[src/hw/adc_defs.svh]
// slice count, sample and magnitude widths, gain width and gain shift
`ifndef ADC_DEFS_SVH
`define ADC_DEFS_SVH

// number of interleaved slices
`define ADC_NSLICE 4

// divider counter width, one phase per slice
`define ADC_NDIV 2

// width of each digitized input sample
`define ADC_NIN 12

// output magnitude width, sign is carried separately
`define ADC_NMAG 7

// per-slice gain, unity at 1 << ADC_GAIN_SHIFT
`define ADC_GAIN_W 8
`define ADC_GAIN_SHIFT 6

`endif
[src/hw/adc_pkg.sv]
// sample, slice config, slice result and output stream types, register address enum
`default_nettype none

`include "adc_defs.svh"

package adc_pkg;

    //////////////////////////////
    // datapath types
    //////////////////////////////

    // differential pair from the front end
    typedef struct packed {
        logic [`ADC_NIN-1:0] vin_p;
        logic [`ADC_NIN-1:0] vin_n;
    } adc_sample_t;

    // sign set when vin_p >= vin_n
    typedef struct packed {
        logic                 sign;
        logic [`ADC_NMAG-1:0] mag;
    } slice_result_t;

    // merged stream word
    typedef struct packed {
        logic                            valid;
        logic [$clog2(`ADC_NSLICE)-1:0]  idx;
        slice_result_t                   result;
    } adc_out_t;

    //////////////////////////////
    // configuration types
    //////////////////////////////

    typedef struct packed {
        logic                   enable;
        logic                   always_on;
        logic [`ADC_NDIV-1:0]   init;
        logic [`ADC_GAIN_W-1:0] gain;
    } slice_cfg_t;

    typedef enum logic [2:0] {
        CFG_CTRL  = 3'd0,
        CFG_PHASE = 3'd1,
        CFG_GAIN0 = 3'd2,
        CFG_GAIN1 = 3'd3,
        CFG_GAIN2 = 3'd4,
        CFG_GAIN3 = 3'd5
    } cfg_addr_e;

endpackage

`default_nettype wire

[src/hw/ti_adc_top.sv]
// top level with config registers, four sync and quantizer slices and the output merge
`timescale 1ns/1ps
`default_nettype none

`include "adc_defs.svh"

module ti_adc_top import adc_pkg::*; (
    input  logic        clk_adder,
    input  logic        rstb,
    input  adc_sample_t sample,
    input  logic        en_sync_in,
    input  logic        cfg_wr,
    input  cfg_addr_e   cfg_addr,
    input  logic [15:0] cfg_wdata,
    output logic        en_sync_out,
    output adc_out_t    adc_out,
    output logic        collision
);

    slice_cfg_t    [`ADC_NSLICE-1:0] slice_cfg;
    logic          [`ADC_NSLICE-1:0] sample_stb;
    logic          [`ADC_NSLICE-1:0] res_valid;
    slice_result_t [`ADC_NSLICE-1:0] results;

    adc_cfg_regs u_adc_cfg_regs (
        .clk_adder (clk_adder),
        .rstb      (rstb),
        .cfg_wr    (cfg_wr),
        .cfg_addr  (cfg_addr),
        .cfg_wdata (cfg_wdata),
        .slice_cfg (slice_cfg)
    );

    //////////////////////////////
    // slices
    //////////////////////////////

    for (genvar g = 0; g < `ADC_NSLICE; g++) begin : g_slice
        // only slice 0 echoes the sync
        if (g == 0) begin : g_echo
            slice_sync u_slice_sync (
                .clk_adder   (clk_adder),
                .rstb        (rstb),
                .en_sync_in  (en_sync_in),
                .cfg         (slice_cfg[g]),
                .en_sync_out (en_sync_out),
                .sample_stb  (sample_stb[g])
            );
        end else begin : g_noecho
            slice_sync u_slice_sync (
                .clk_adder   (clk_adder),
                .rstb        (rstb),
                .en_sync_in  (en_sync_in),
                .cfg         (slice_cfg[g]),
                .en_sync_out (),
                .sample_stb  (sample_stb[g])
            );
        end

        slice_quantizer u_slice_quantizer (
            .clk_adder  (clk_adder),
            .rstb       (rstb),
            .sample_stb (sample_stb[g]),
            .sample     (sample),
            .gain       (slice_cfg[g].gain),
            .res_valid  (res_valid[g]),
            .result     (results[g])
        );
    end

    adc_output_merge u_adc_output_merge (
        .clk_adder (clk_adder),
        .rstb      (rstb),
        .res_valid (res_valid),
        .results   (results),
        .adc_out   (adc_out),
        .collision (collision)
    );

endmodule

`default_nettype wire

[src/hw/adc_output_merge.sv]
// priority merge of slice results into one indexed stream, with collision flag
`timescale 1ns/1ps
`default_nettype none

`include "adc_defs.svh"

module adc_output_merge import adc_pkg::*; (
    input  logic                              clk_adder,
    input  logic                              rstb,
    input  logic [`ADC_NSLICE-1:0]            res_valid,
    input  slice_result_t [`ADC_NSLICE-1:0]   results,
    output adc_out_t                          adc_out,
    output logic                              collision
);

    localparam int IW = $clog2(`ADC_NSLICE);

    logic          any_valid;
    logic          multi_valid;
    logic [IW-1:0] sel_idx;
    logic          valid_q;
    logic [IW-1:0] idx_q;
    slice_result_t res_q;

    // lowest index wins
    always_comb begin
        sel_idx = '0;
        for (int i = `ADC_NSLICE - 1; i >= 0; i--) begin
            if (res_valid[i]) begin
                sel_idx = IW'(i);
            end
        end
    end

    assign any_valid   = |res_valid;
    // clearing the lowest set bit leaves something when two or more are set
    assign multi_valid = |(res_valid & (res_valid - 1'b1));

    always_ff @(posedge clk_adder or negedge rstb) begin
        if (!rstb) begin
            valid_q   <= 1'b0;
            collision <= 1'b0;
        end else begin
            valid_q   <= any_valid;
            collision <= multi_valid;
        end
    end

    always_ff @(posedge clk_adder) begin
        if (any_valid) begin
            idx_q <= sel_idx;
            res_q <= results[sel_idx];
        end
    end

    always_comb begin
        adc_out.valid  = valid_q;
        adc_out.idx    = idx_q;
        adc_out.result = res_q;
    end

endmodule

`default_nettype wire

[src/hw/slice_quantizer.sv]
// two-stage sign and difference, gain, shift and clamp pipeline for one slice
`timescale 1ns/1ps
`default_nettype none

`include "adc_defs.svh"

module slice_quantizer import adc_pkg::*; (
    input  logic                   clk_adder,
    input  logic                   rstb,
    input  logic                   sample_stb,
    input  adc_sample_t            sample,
    input  logic [`ADC_GAIN_W-1:0] gain,
    output logic                   res_valid,
    output slice_result_t          result
);

    localparam int PROD_W = `ADC_NIN + `ADC_GAIN_W;
    localparam int SCL_W  = PROD_W - `ADC_GAIN_SHIFT;

    logic                 s1_valid;
    logic                 s1_sign;
    logic [`ADC_NIN-1:0]  s1_diff;
    logic [PROD_W-1:0]    prod;
    logic [SCL_W-1:0]     scaled;
    logic [`ADC_NMAG-1:0] mag_c;

    //////////////////////////////
    // stage 1, sign and |p - n|
    //////////////////////////////

    always_ff @(posedge clk_adder or negedge rstb) begin
        if (!rstb) begin
            s1_valid <= 1'b0;
        end else begin
            s1_valid <= sample_stb;
        end
    end

    always_ff @(posedge clk_adder) begin
        if (sample_stb) begin
            if (sample.vin_p >= sample.vin_n) begin
                s1_sign <= 1'b1;
                s1_diff <= sample.vin_p - sample.vin_n;
            end else begin
                s1_sign <= 1'b0;
                s1_diff <= sample.vin_n - sample.vin_p;
            end
        end
    end

    //////////////////////////////
    // stage 2, scale and clamp
    //////////////////////////////

    assign prod   = s1_diff * gain;
    assign scaled = prod[PROD_W-1:`ADC_GAIN_SHIFT];
    // saturate when anything lands above the magnitude bits
    assign mag_c  = (|scaled[SCL_W-1:`ADC_NMAG]) ? '1 : scaled[`ADC_NMAG-1:0];

    always_ff @(posedge clk_adder or negedge rstb) begin
        if (!rstb) begin
            res_valid <= 1'b0;
        end else begin
            res_valid <= s1_valid;
        end
    end

    always_ff @(posedge clk_adder) begin
        if (s1_valid) begin
            result.sign <= s1_sign;
            result.mag  <= mag_c;
        end
    end

endmodule

`default_nettype wire

[src/hw/slice_sync.sv]
// sync input synchronizer with echo, loadable phase counter and sample strobe
`timescale 1ns/1ps
`default_nettype none

`include "adc_defs.svh"

module slice_sync import adc_pkg::*; (
    input  logic       clk_adder,
    input  logic       rstb,
    input  logic       en_sync_in,
    input  slice_cfg_t cfg,
    output logic       en_sync_out,
    output logic       sample_stb
);

    logic                 sync_q1;
    logic                 sync_q2;
    logic                 local_sync;
    logic [`ADC_NDIV-1:0] count;

    //////////////////////////////
    // sync input
    //////////////////////////////

    // two-flop synchronizer, second stage is echoed
    always_ff @(posedge clk_adder or negedge rstb) begin
        if (!rstb) begin
            sync_q1 <= 1'b0;
            sync_q2 <= 1'b0;
        end else begin
            sync_q1 <= en_sync_in;
            sync_q2 <= sync_q1;
        end
    end

    assign en_sync_out = sync_q2;
    assign local_sync  = sync_q2 & cfg.enable;

    //////////////////////////////
    // phase counter
    //////////////////////////////

    // init load has priority over the always-on freeze
    always_ff @(posedge clk_adder or negedge rstb) begin
        if (!rstb) begin
            count <= '0;
        end else if (!local_sync) begin
            count <= cfg.init;
        end else if (cfg.always_on) begin
            count <= '1;
        end else begin
            count <= count + 1'b1;
        end
    end

    // rising edge of the divided clock, counter about to wrap
    assign sample_stb = local_sync & ~cfg.always_on & (count == '1);

endmodule

`default_nettype wire

[src/hw/adc_cfg_regs.sv]
// write-only configuration registers feeding the per-slice control structs
`timescale 1ns/1ps
`default_nettype none

`include "adc_defs.svh"

module adc_cfg_regs import adc_pkg::*; (
    input  logic                               clk_adder,
    input  logic                               rstb,
    input  logic                               cfg_wr,
    input  cfg_addr_e                          cfg_addr,
    input  logic [15:0]                        cfg_wdata,
    output slice_cfg_t [`ADC_NSLICE-1:0]       slice_cfg
);

    logic [`ADC_NSLICE-1:0]                    en_mask;
    logic [`ADC_NSLICE-1:0]                    on_mask;
    logic [`ADC_NSLICE-1:0][`ADC_NDIV-1:0]     phase;
    logic [`ADC_NSLICE-1:0][`ADC_GAIN_W-1:0]   gain;

    //////////////////////////////
    // register writes
    //////////////////////////////

    always_ff @(posedge clk_adder or negedge rstb) begin
        if (!rstb) begin
            en_mask <= '0;
            on_mask <= '0;
            // staggered phases, unity gain
            for (int i = 0; i < `ADC_NSLICE; i++) begin
                phase[i] <= `ADC_NDIV'(i);
                gain[i]  <= `ADC_GAIN_W'(1 << `ADC_GAIN_SHIFT);
            end
        end else if (cfg_wr) begin
            case (cfg_addr)
                CFG_CTRL: begin
                    en_mask <= cfg_wdata[3:0];
                    on_mask <= cfg_wdata[7:4];
                end
                CFG_PHASE: begin
                    // two bits per slice, slice 0 in the low bits
                    for (int i = 0; i < `ADC_NSLICE; i++) begin
                        phase[i] <= cfg_wdata[i*`ADC_NDIV +: `ADC_NDIV];
                    end
                end
                CFG_GAIN0: gain[0] <= cfg_wdata[`ADC_GAIN_W-1:0];
                CFG_GAIN1: gain[1] <= cfg_wdata[`ADC_GAIN_W-1:0];
                CFG_GAIN2: gain[2] <= cfg_wdata[`ADC_GAIN_W-1:0];
                CFG_GAIN3: gain[3] <= cfg_wdata[`ADC_GAIN_W-1:0];
                default: begin
                    // unmapped address, write ignored
                end
            endcase
        end
    end

    // one struct per slice
    always_comb begin
        for (int i = 0; i < `ADC_NSLICE; i++) begin
            slice_cfg[i].enable    = en_mask[i];
            slice_cfg[i].always_on = on_mask[i];
            slice_cfg[i].init      = phase[i];
            slice_cfg[i].gain      = gain[i];
        end
    end

endmodule

`default_nettype wire

[config.mk]
export PLATFORM = sky130hd
export DESIGN_NAME = ti_adc_top
export DESIGN_NICKNAME = d
export VERILOG_FILES = /design/src/hw/adc_pkg.sv /design/src/hw/ti_adc_top.sv /design/src/hw/adc_output_merge.sv /design/src/hw/slice_quantizer.sv /design/src/hw/slice_sync.sv /design/src/hw/adc_cfg_regs.sv
export VERILOG_INCLUDE_DIRS = /design/src /design/src/hw
export SDC_FILE = /design/constraint.sdc
export NUM_CORES = 1
export LEC_CHECK = 0
export BUFFER_PORTS_ARGS = -buffer_cell sky130_fd_sc_hd__buf_2
export CAP_MARGIN = 10
export CORE_MARGIN = 3
export CORE_UTILIZATION = 55
export CTS_BUF_LIST = sky130_fd_sc_hd__clkbuf_4
export CTS_CLUSTER_SIZE = 24
export DETAILED_ROUTE_END_ITERATION = 6
export PLACE_DENSITY = 0.75
export SYNTH_ARGS = -nofsm -noshare
export SYNTH_HDL_FRONTEND = slang
export SYNTH_SLANG_ARGS = --single-unit
[constraint.sdc]
create_clock -name clk_adder -period 4.9 [get_ports clk_adder]
set_clock_uncertainty 0.1 [all_clocks]
set_input_delay 0.735 -clock clk_adder [delete_from_list [all_inputs] [get_ports clk_adder]]
set_output_delay 0.735 -clock clk_adder [all_outputs]
set_load 0.02 [all_outputs]
Yosys cells after proc, flatten, opt, wreduce, memory -nomap -nowiden
Cells that the tools add are included.
Operators by class
  add/subtract/negate cells: 7
  multiply operators: 4
  magnitude comparators: 2
  eq/ne operators: 9
  muxes and demuxes: 16
  bitwise logic cells: 17
  reductions and logical operators: 13
Operators with widths (number)
  $mul 12x8->20: 4
  $reduce_or 7->1: 4
  $mux 2: 12
  $sub 12x12->12: 2
  $bmux 8 s2: 1
  $and 1x1->1: 12
  $ge 12x12->1: 1
  $mux 12: 1
  $reduce_and 2->1: 6
  $add 2x1->2 const B: 4
  $eq 2x2->1 const B: 4
  $mux 8: 1
  $reduce_or 4->1: 2
  $eq 3x2->1 const B: 2
  $eq 3x3->1 const B: 2
  $and 4x4->4: 1
  $not 1->1: 4
  $sub 4x1->4 const B: 1
  $eq 3x1->1 const B: 1
  $logic_not 3->1: 1
  $lt 2x3->1 const B: 1
  $mux 1: 1
Storage, ports and cells
  register bits after elaboration: 162
  input bits: 47
  output and inout bits: 13

Longest topological paths before layout
  word-level depth: 6
  mapped depth: 19

Modules after synthesis
From an unflattened synthesis, not the netlist that was laid out.
Second synthesis, totals
  cells, all modules: 2400
  area, all modules: 22885.7 um^2
By module, submodules not included
  slice_quantizer (g_slice[2].u_slice_quantizer): instances 1, cells an instance 563, area an instance 5026.1 um^2, seq. area each 680.7 um^2
  slice_quantizer (g_slice[3].u_slice_quantizer): instances 1, cells an instance 570, area an instance 5022.3 um^2, seq. area each 680.7 um^2
  slice_quantizer (g_slice[1].u_slice_quantizer): instances 1, cells an instance 559, area an instance 4966.0 um^2, seq. area each 680.7 um^2
  slice_quantizer (g_slice[0].u_slice_quantizer): instances 1, cells an instance 522, area an instance 4792.1 um^2, seq. area each 680.7 um^2
  adc_cfg_regs: instances 1, cells an instance 106, area an instance 1843.0 um^2, seq. area each 1211.2 um^2
  slice_sync: instances 4, cells an instance 12, area an instance 155.1 um^2, seq. area each 100.1 um^2
  adc_output_merge: instances 1, cells an instance 32, area an instance 615.6 um^2, seq. area each 350.3 um^2

Least setup slack after synthesis
No wires, ideal clock.
  path kind: flip-flop to flip-flop
  from: register u_adc_cfg_regs.gain (netlist bit u_adc_cfg_regs.slice_cfg[6])
  to: register g_slice[0].u_slice_quantizer.result[0] (netlist bit) (data pin)
  data arrival time: 4804 ps
  required time: 4527 ps
  slack: -277 ps
  stages on the path, launching flop included: 19
  period minus slack after synthesis: 5177 ps
  path through: dfstp_2 -> clkbuf_1 -> nand2_1 -> fa_1 -> fa_1 -> inv_1 -> fa_1 -> inv_1 -> fa_1 -> inv_1 -> ha_1 -> a211oi_1 -> o21bai_1 -> a32oi_1 -> o21ai_1 -> a211o_1 -> xor2_1 -> nor4_4 -> o21ai_1
Between the ends
  word-level cells in the longest chain between the ends: 2
RTL lines
  start, declared: RTL line adc_cfg_regs.sv:19  | logic [`ADC_NSLICE-1:0][`ADC_GAIN_W-1:0] gain;
  start signal, assigned by index: RTL line adc_cfg_regs.sv:32  | gain[i] <= `ADC_GAIN_W'(1 << `ADC_GAIN_SHIFT);
  $mul 12x8->20 (*): RTL line slice_quantizer.sv:55  | assign prod = s1_diff * gain;
  $reduce_or 7->1: RTL line slice_quantizer.sv:58  | assign mag_c = (|scaled[SCL_W-1:`ADC_NMAG]) ? '1 : scaled[`ADC_NMAG-1:0];
  end, declared: RTL line slice_quantizer.sv:14  | output slice_result_t result
Mark *: on every way between the ends. The rest lies on a longest branch, timed or not.
A chain may end at the register's enable or synchronous reset.

Worst setup path in the final report
  from: register g_slice[2].u_slice_quantizer.s1_diff[3]
  to: register g_slice[2].u_slice_quantizer.result[6] (netlist bit) (data pin)
Between the ends
  word-level cells in the longest chain between the ends: 2
RTL lines
  start, declared: RTL line slice_quantizer.sv:22  | logic [`ADC_NIN-1:0] s1_diff;
  start signal, assigned: RTL line slice_quantizer.sv:43  | s1_diff <= sample.vin_p - sample.vin_n;
  start signal, assigned: RTL line slice_quantizer.sv:46  | s1_diff <= sample.vin_n - sample.vin_p;
  $mul 12x8->20 (*): RTL line slice_quantizer.sv:55
  $reduce_or 7->1: RTL line slice_quantizer.sv:58
  end, declared: RTL line slice_quantizer.sv:14
Marked as above.

==> key figures <==
Die
  • Row cnt: 66
  • Core Region: 33,000 sq um
  • Io pins: 60
  • Chip width: 191 microns
  • Die area: 36,300 sq um
  • Die extent in y: 191 microns
  • Initial Util: 56.7%

Clock tree
  • Clk_lat worst skew: 0.59 ns
  • CTS root buffer: clkbuf_4
  • CTS tree: built
  • Max H-tree Level: 4
  • CTS max path bufs: 2
  • CTS sink cnt: 162
  • Cts bufs inserted: 17
  • Clock transition at path regs: 0.18 ns

Critical path
  • CP Launch Point: g_slice[2].u_slice_quantizer.s1_diff[3]
  • Most frequent CP cell: fa_1
  • Critical path capture point type: flop
  • Worst path bufs/invs: 3
  • RR Startpoint: g_slice[2].u_slice_quantizer.s1_diff[3]
  • Startpoint types: flop
  • CP Class: reg -> reg
  • CP peak stage delay: 0.58 ns
  • CP delay by family, top: adder cells
  • Worst path cell trace: and2_1 -> fa_1 -> fa_1 -> fa_1 -> inv_1 -> fa_1 -> inv_2 -> ha_4 -> a21o_1 -> a21oi_2 -> o31ai_4 -> a31oi_4 -> o21ai_2 -> xor2_2 -> a2111oi_4 -> buf_4 -> o211ai_1
  • Critical-path top delay cell: fa_1
  • Worst-path fanout max: 7
  • Worst EP arrival: 5.38 ns
  • Worst Path Required: 5.12 ns

Drt
  • Initial DRT Pass Iterations: 5
  • Vias/cell: 5.33
  • Final WL: 43,500 microns
  • Post-DRT Antenna Nets: 0
  • Routed len/inst: 16.5 microns
  • Drt initial violations: 779
  • Drt drc: 0
  • Vias: 14,002

Synthesis
  • Synth top area share: 25.4%
  • Synth warn: 0
  • Post-Syn Area per Cell: 9.93 sq um
  • Cells after Synth: 1,887
  • Cell variety after synth: 70
  • Synthesized flop and latch total: 162
  • Sequential area share after synthesis: 24.2%
  • Synthesized area: 18,700 sq um
  • Asr flop ratio synth: 42.0%
  • Number of synthesized flops with an enable pin: 94
  • Net Count, Synth: 2,347
  • Cell taking the most area after synthesis: fa_1
  • Synth area leaders: fa_1 25%, edfxtp_1 15%, ha_1 12%, and2_1 8.9%, dfrtp_1 8.0%
  • Top_reg_cell synth: edfxtp_1

Worst hold path
  • Hold Crit Class: in -> reg
  • Worst Hold Launch: en_sync_in

STA
  • Worst slew pin tran: 1.21 ns
  • Final setup fails: 28
  • Crit share post-route: 105%
  • Slew margin rel.: 19.2%
  • Hold Vio Cnt, Final: 0
  • Max Clk Rate: 194 MHz
  • Final worst slack: -0.262 ns
  • Hold_ws: 0.126 ns
  • Slew Limit Fails: 0
  • Setup TNS after final layout: -5.22 ns
  • Unrepaired setup endpoints after global routing: yes
  • Tmin final: 5.16 ns

Status
  • Failing checks: setup timing
  • Status: finished, violations left

Cells and area
  • Layout cell share with drive strength beyond 1: 26.1%
  • P&R area growth vs syn: 19.7%
  • Final #Nets: 2,632
  • Ant. Diodes: 0

Placement
  • I/O Buffers: 51
  • GPL Wtd Cong: 0.900
  • Detailed Place HPWL: 34,700 microns

Global routing
  • Vias in the first global route: 14,823
  • GR Overflow Total: 0
  • Largest net degree at the start of global routing: 50
  • Total GRT Usage: 24.6%
  • Initial antenna violation count: 0
  • First-pass GRT wire length: 72,200 microns

Run
  • Max Cap Viol: 0
[state kept, by name, indices dropped and copies added, names as in the netlist, 2 cells and up]
name and cells:
g_slice.g_echo.u_slice_sync.count 2, g_slice.g_noecho.u_slice_sync.count 6, g_slice.u_slice_quantizer.res_valid 4, g_slice.u_slice_quantizer.result 32, g_slice.u_slice_quantizer.s1_diff 48, g_slice.u_slice_quantizer.s1_sign 4, g_slice.u_slice_quantizer.s1_valid 4, u_adc_cfg_regs.en_mask 4
u_adc_cfg_regs.on_mask 4, u_adc_cfg_regs.slice_cfg 40, u_adc_output_merge.adc_out 8, u_adc_output_merge.idx_q 2
[through the flow]
stage          worst slack [ns]  cells  instance area [sq um]  util (%)
2_1_floorplan          -0.00527   1887                  18900         -
3_3_place_gp             -0.175   2534                  21100      63.7
3_5_place_dp             -0.303   2534                  21100      63.7
4_1_cts                  -0.214   2601                  22000      66.6
5_1_grt                  -0.408   2627                  22400      67.9
6_report                 -0.262   2627                  22400      67.9
[path summary, 6_finish.rpt]
check / slack [ns] / end / cells past startpoint
max: -0.26 / g_slice[2].u_slice_quantizer.result[6] / 17
min: 0.13 / g_slice[3].g_noecho.u_slice_sync.sync_q1 / 1
max reg2reg: -0.26 / g_slice[2].u_slice_quantizer.result[6] / 17
min reg2reg: 0.29 / g_slice[3].g_noecho.u_slice_sync.en_sync_out / 0
max in group asynchronous: 3.12 / u_adc_cfg_regs.slice_cfg[26] / 3
min in group asynchronous: 0.48 / g_slice[3].g_noecho.u_slice_sync.sync_q1 / 2
[cell usage after synthesis, types with 2 or more instances]
library cell and instances:
clkbuf_1 45, or2_2 2, o31ai_1 6, a21o_1 23, o21bai_1 4, nand2b_1 11
nor4_1 2, a2111oi_0 2, nand4b_1 6, a31oi_1 10, nor3b_1 8, nor4_4 2
xnor2_1 24, a211oi_1 13, mux2i_1 16, nor3_1 24, nor2_1 38, o21ai_0 36
nand2_1 177, a21oi_1 61, and2_1 266, ha_1 175, and3_1 6, nand3_1 21
o211ai_1 6, nand4_1 6, dfstp_2 8, o21a_1 7, o2111ai_1 2, a211o_1 3
and2_2 5, edfxtp_1 94, nand3b_1 5, dfrtp_1 60, o21ai_1 13, inv_1 330
o41ai_1 2, or3_1 2, xor2_1 26, fa_1 238, mux2_2 49, nor2b_1 25
[worst reg2reg max path: stages, from the launching register on]
cell	delay, ns
edfxtp_1	0.53
and2_1	0.24
fa_1	0.58
fa_1	0.44
fa_1	0.50
inv_1	0.05
fa_1	0.49
inv_2	0.05
ha_4	0.23
a21o_1	0.19
a21oi_2	0.19
o31ai_4	0.15
a31oi_4	0.24
o21ai_2	0.10
xor2_2	0.20
a2111oi_4	0.35
buf_4	0.22
o211ai_1	0.10
[placed cells by master (no fill, tap or decap), types with 12 or more instances in the layout]
cell type,count
and2_1,244
o21ai_2,12
ha_1,154
nor2_1,35
a21oi_2,12
inv_1,318
nand2_2,12
xnor2_1,24
a21oi_1,50
dfrtp_1,46
nor2b_1,25
mux2i_1,16
nand3_1,17
and2_4,22
nand2_1,163
clkbuf_4,19
dfrtp_2,14
nor3_1,21
buf_2,52
a21o_1,23
xor2_1,25
inv_2,12
edfxtp_1,94
buf_4,242
mux2_2,49
fa_1,229
o21ai_0,33
buf_6,13
ha_4,20
[repair_timing]
item | CTS | global route
resized for setup | 97 | 61
hold buffers | 1 | 0
pin swaps | 56 | 45
setup buffers | 34 | 24
endpoints found under the setup margin | 28 | 28
endpoints found under the hold margin | 17 | 0
[logic make-up after synthesis]
logic type | Yosys count | share of synthesized area, %
mux | 65 | 3.80
buf+inv | 377 | 7.58
fa+ha+maj | 414 | 37.2
compound gates | 209 | 7.28
xor+xnor | 50 | 2.34
simple gates | 610 | 17.6
flops | 162 | 24.2
[per-layer routing]
metal | GRT usage (%) | share of wire, % | routed length (microns) | up-vias
met5 | 0 | 0 | 0 | -
met4 | 7.06 | 2.6 | 1110 | 0
met3 | 2.79 | 4.5 | 1960 | 77
met2 | 42.2 | 49 | 21300 | 366
met1 | 33.4 | 44 | 19100 | 6935
li1 | - | - | - | 6624
[final cells by class]
type	count	area [sq um]
clock buffers	17	128
clock inverters	15	161
fillers	2455	10600
inverters	330	1240
multi-input cells	1348	13500
flip-flops and latches	162	4550
well taps	442	553
repair buffers	313	2290
Power is left out: the tool's default activity adds up to more than one toggle a clock period on the data nets, which glitch-free logic cannot reach.
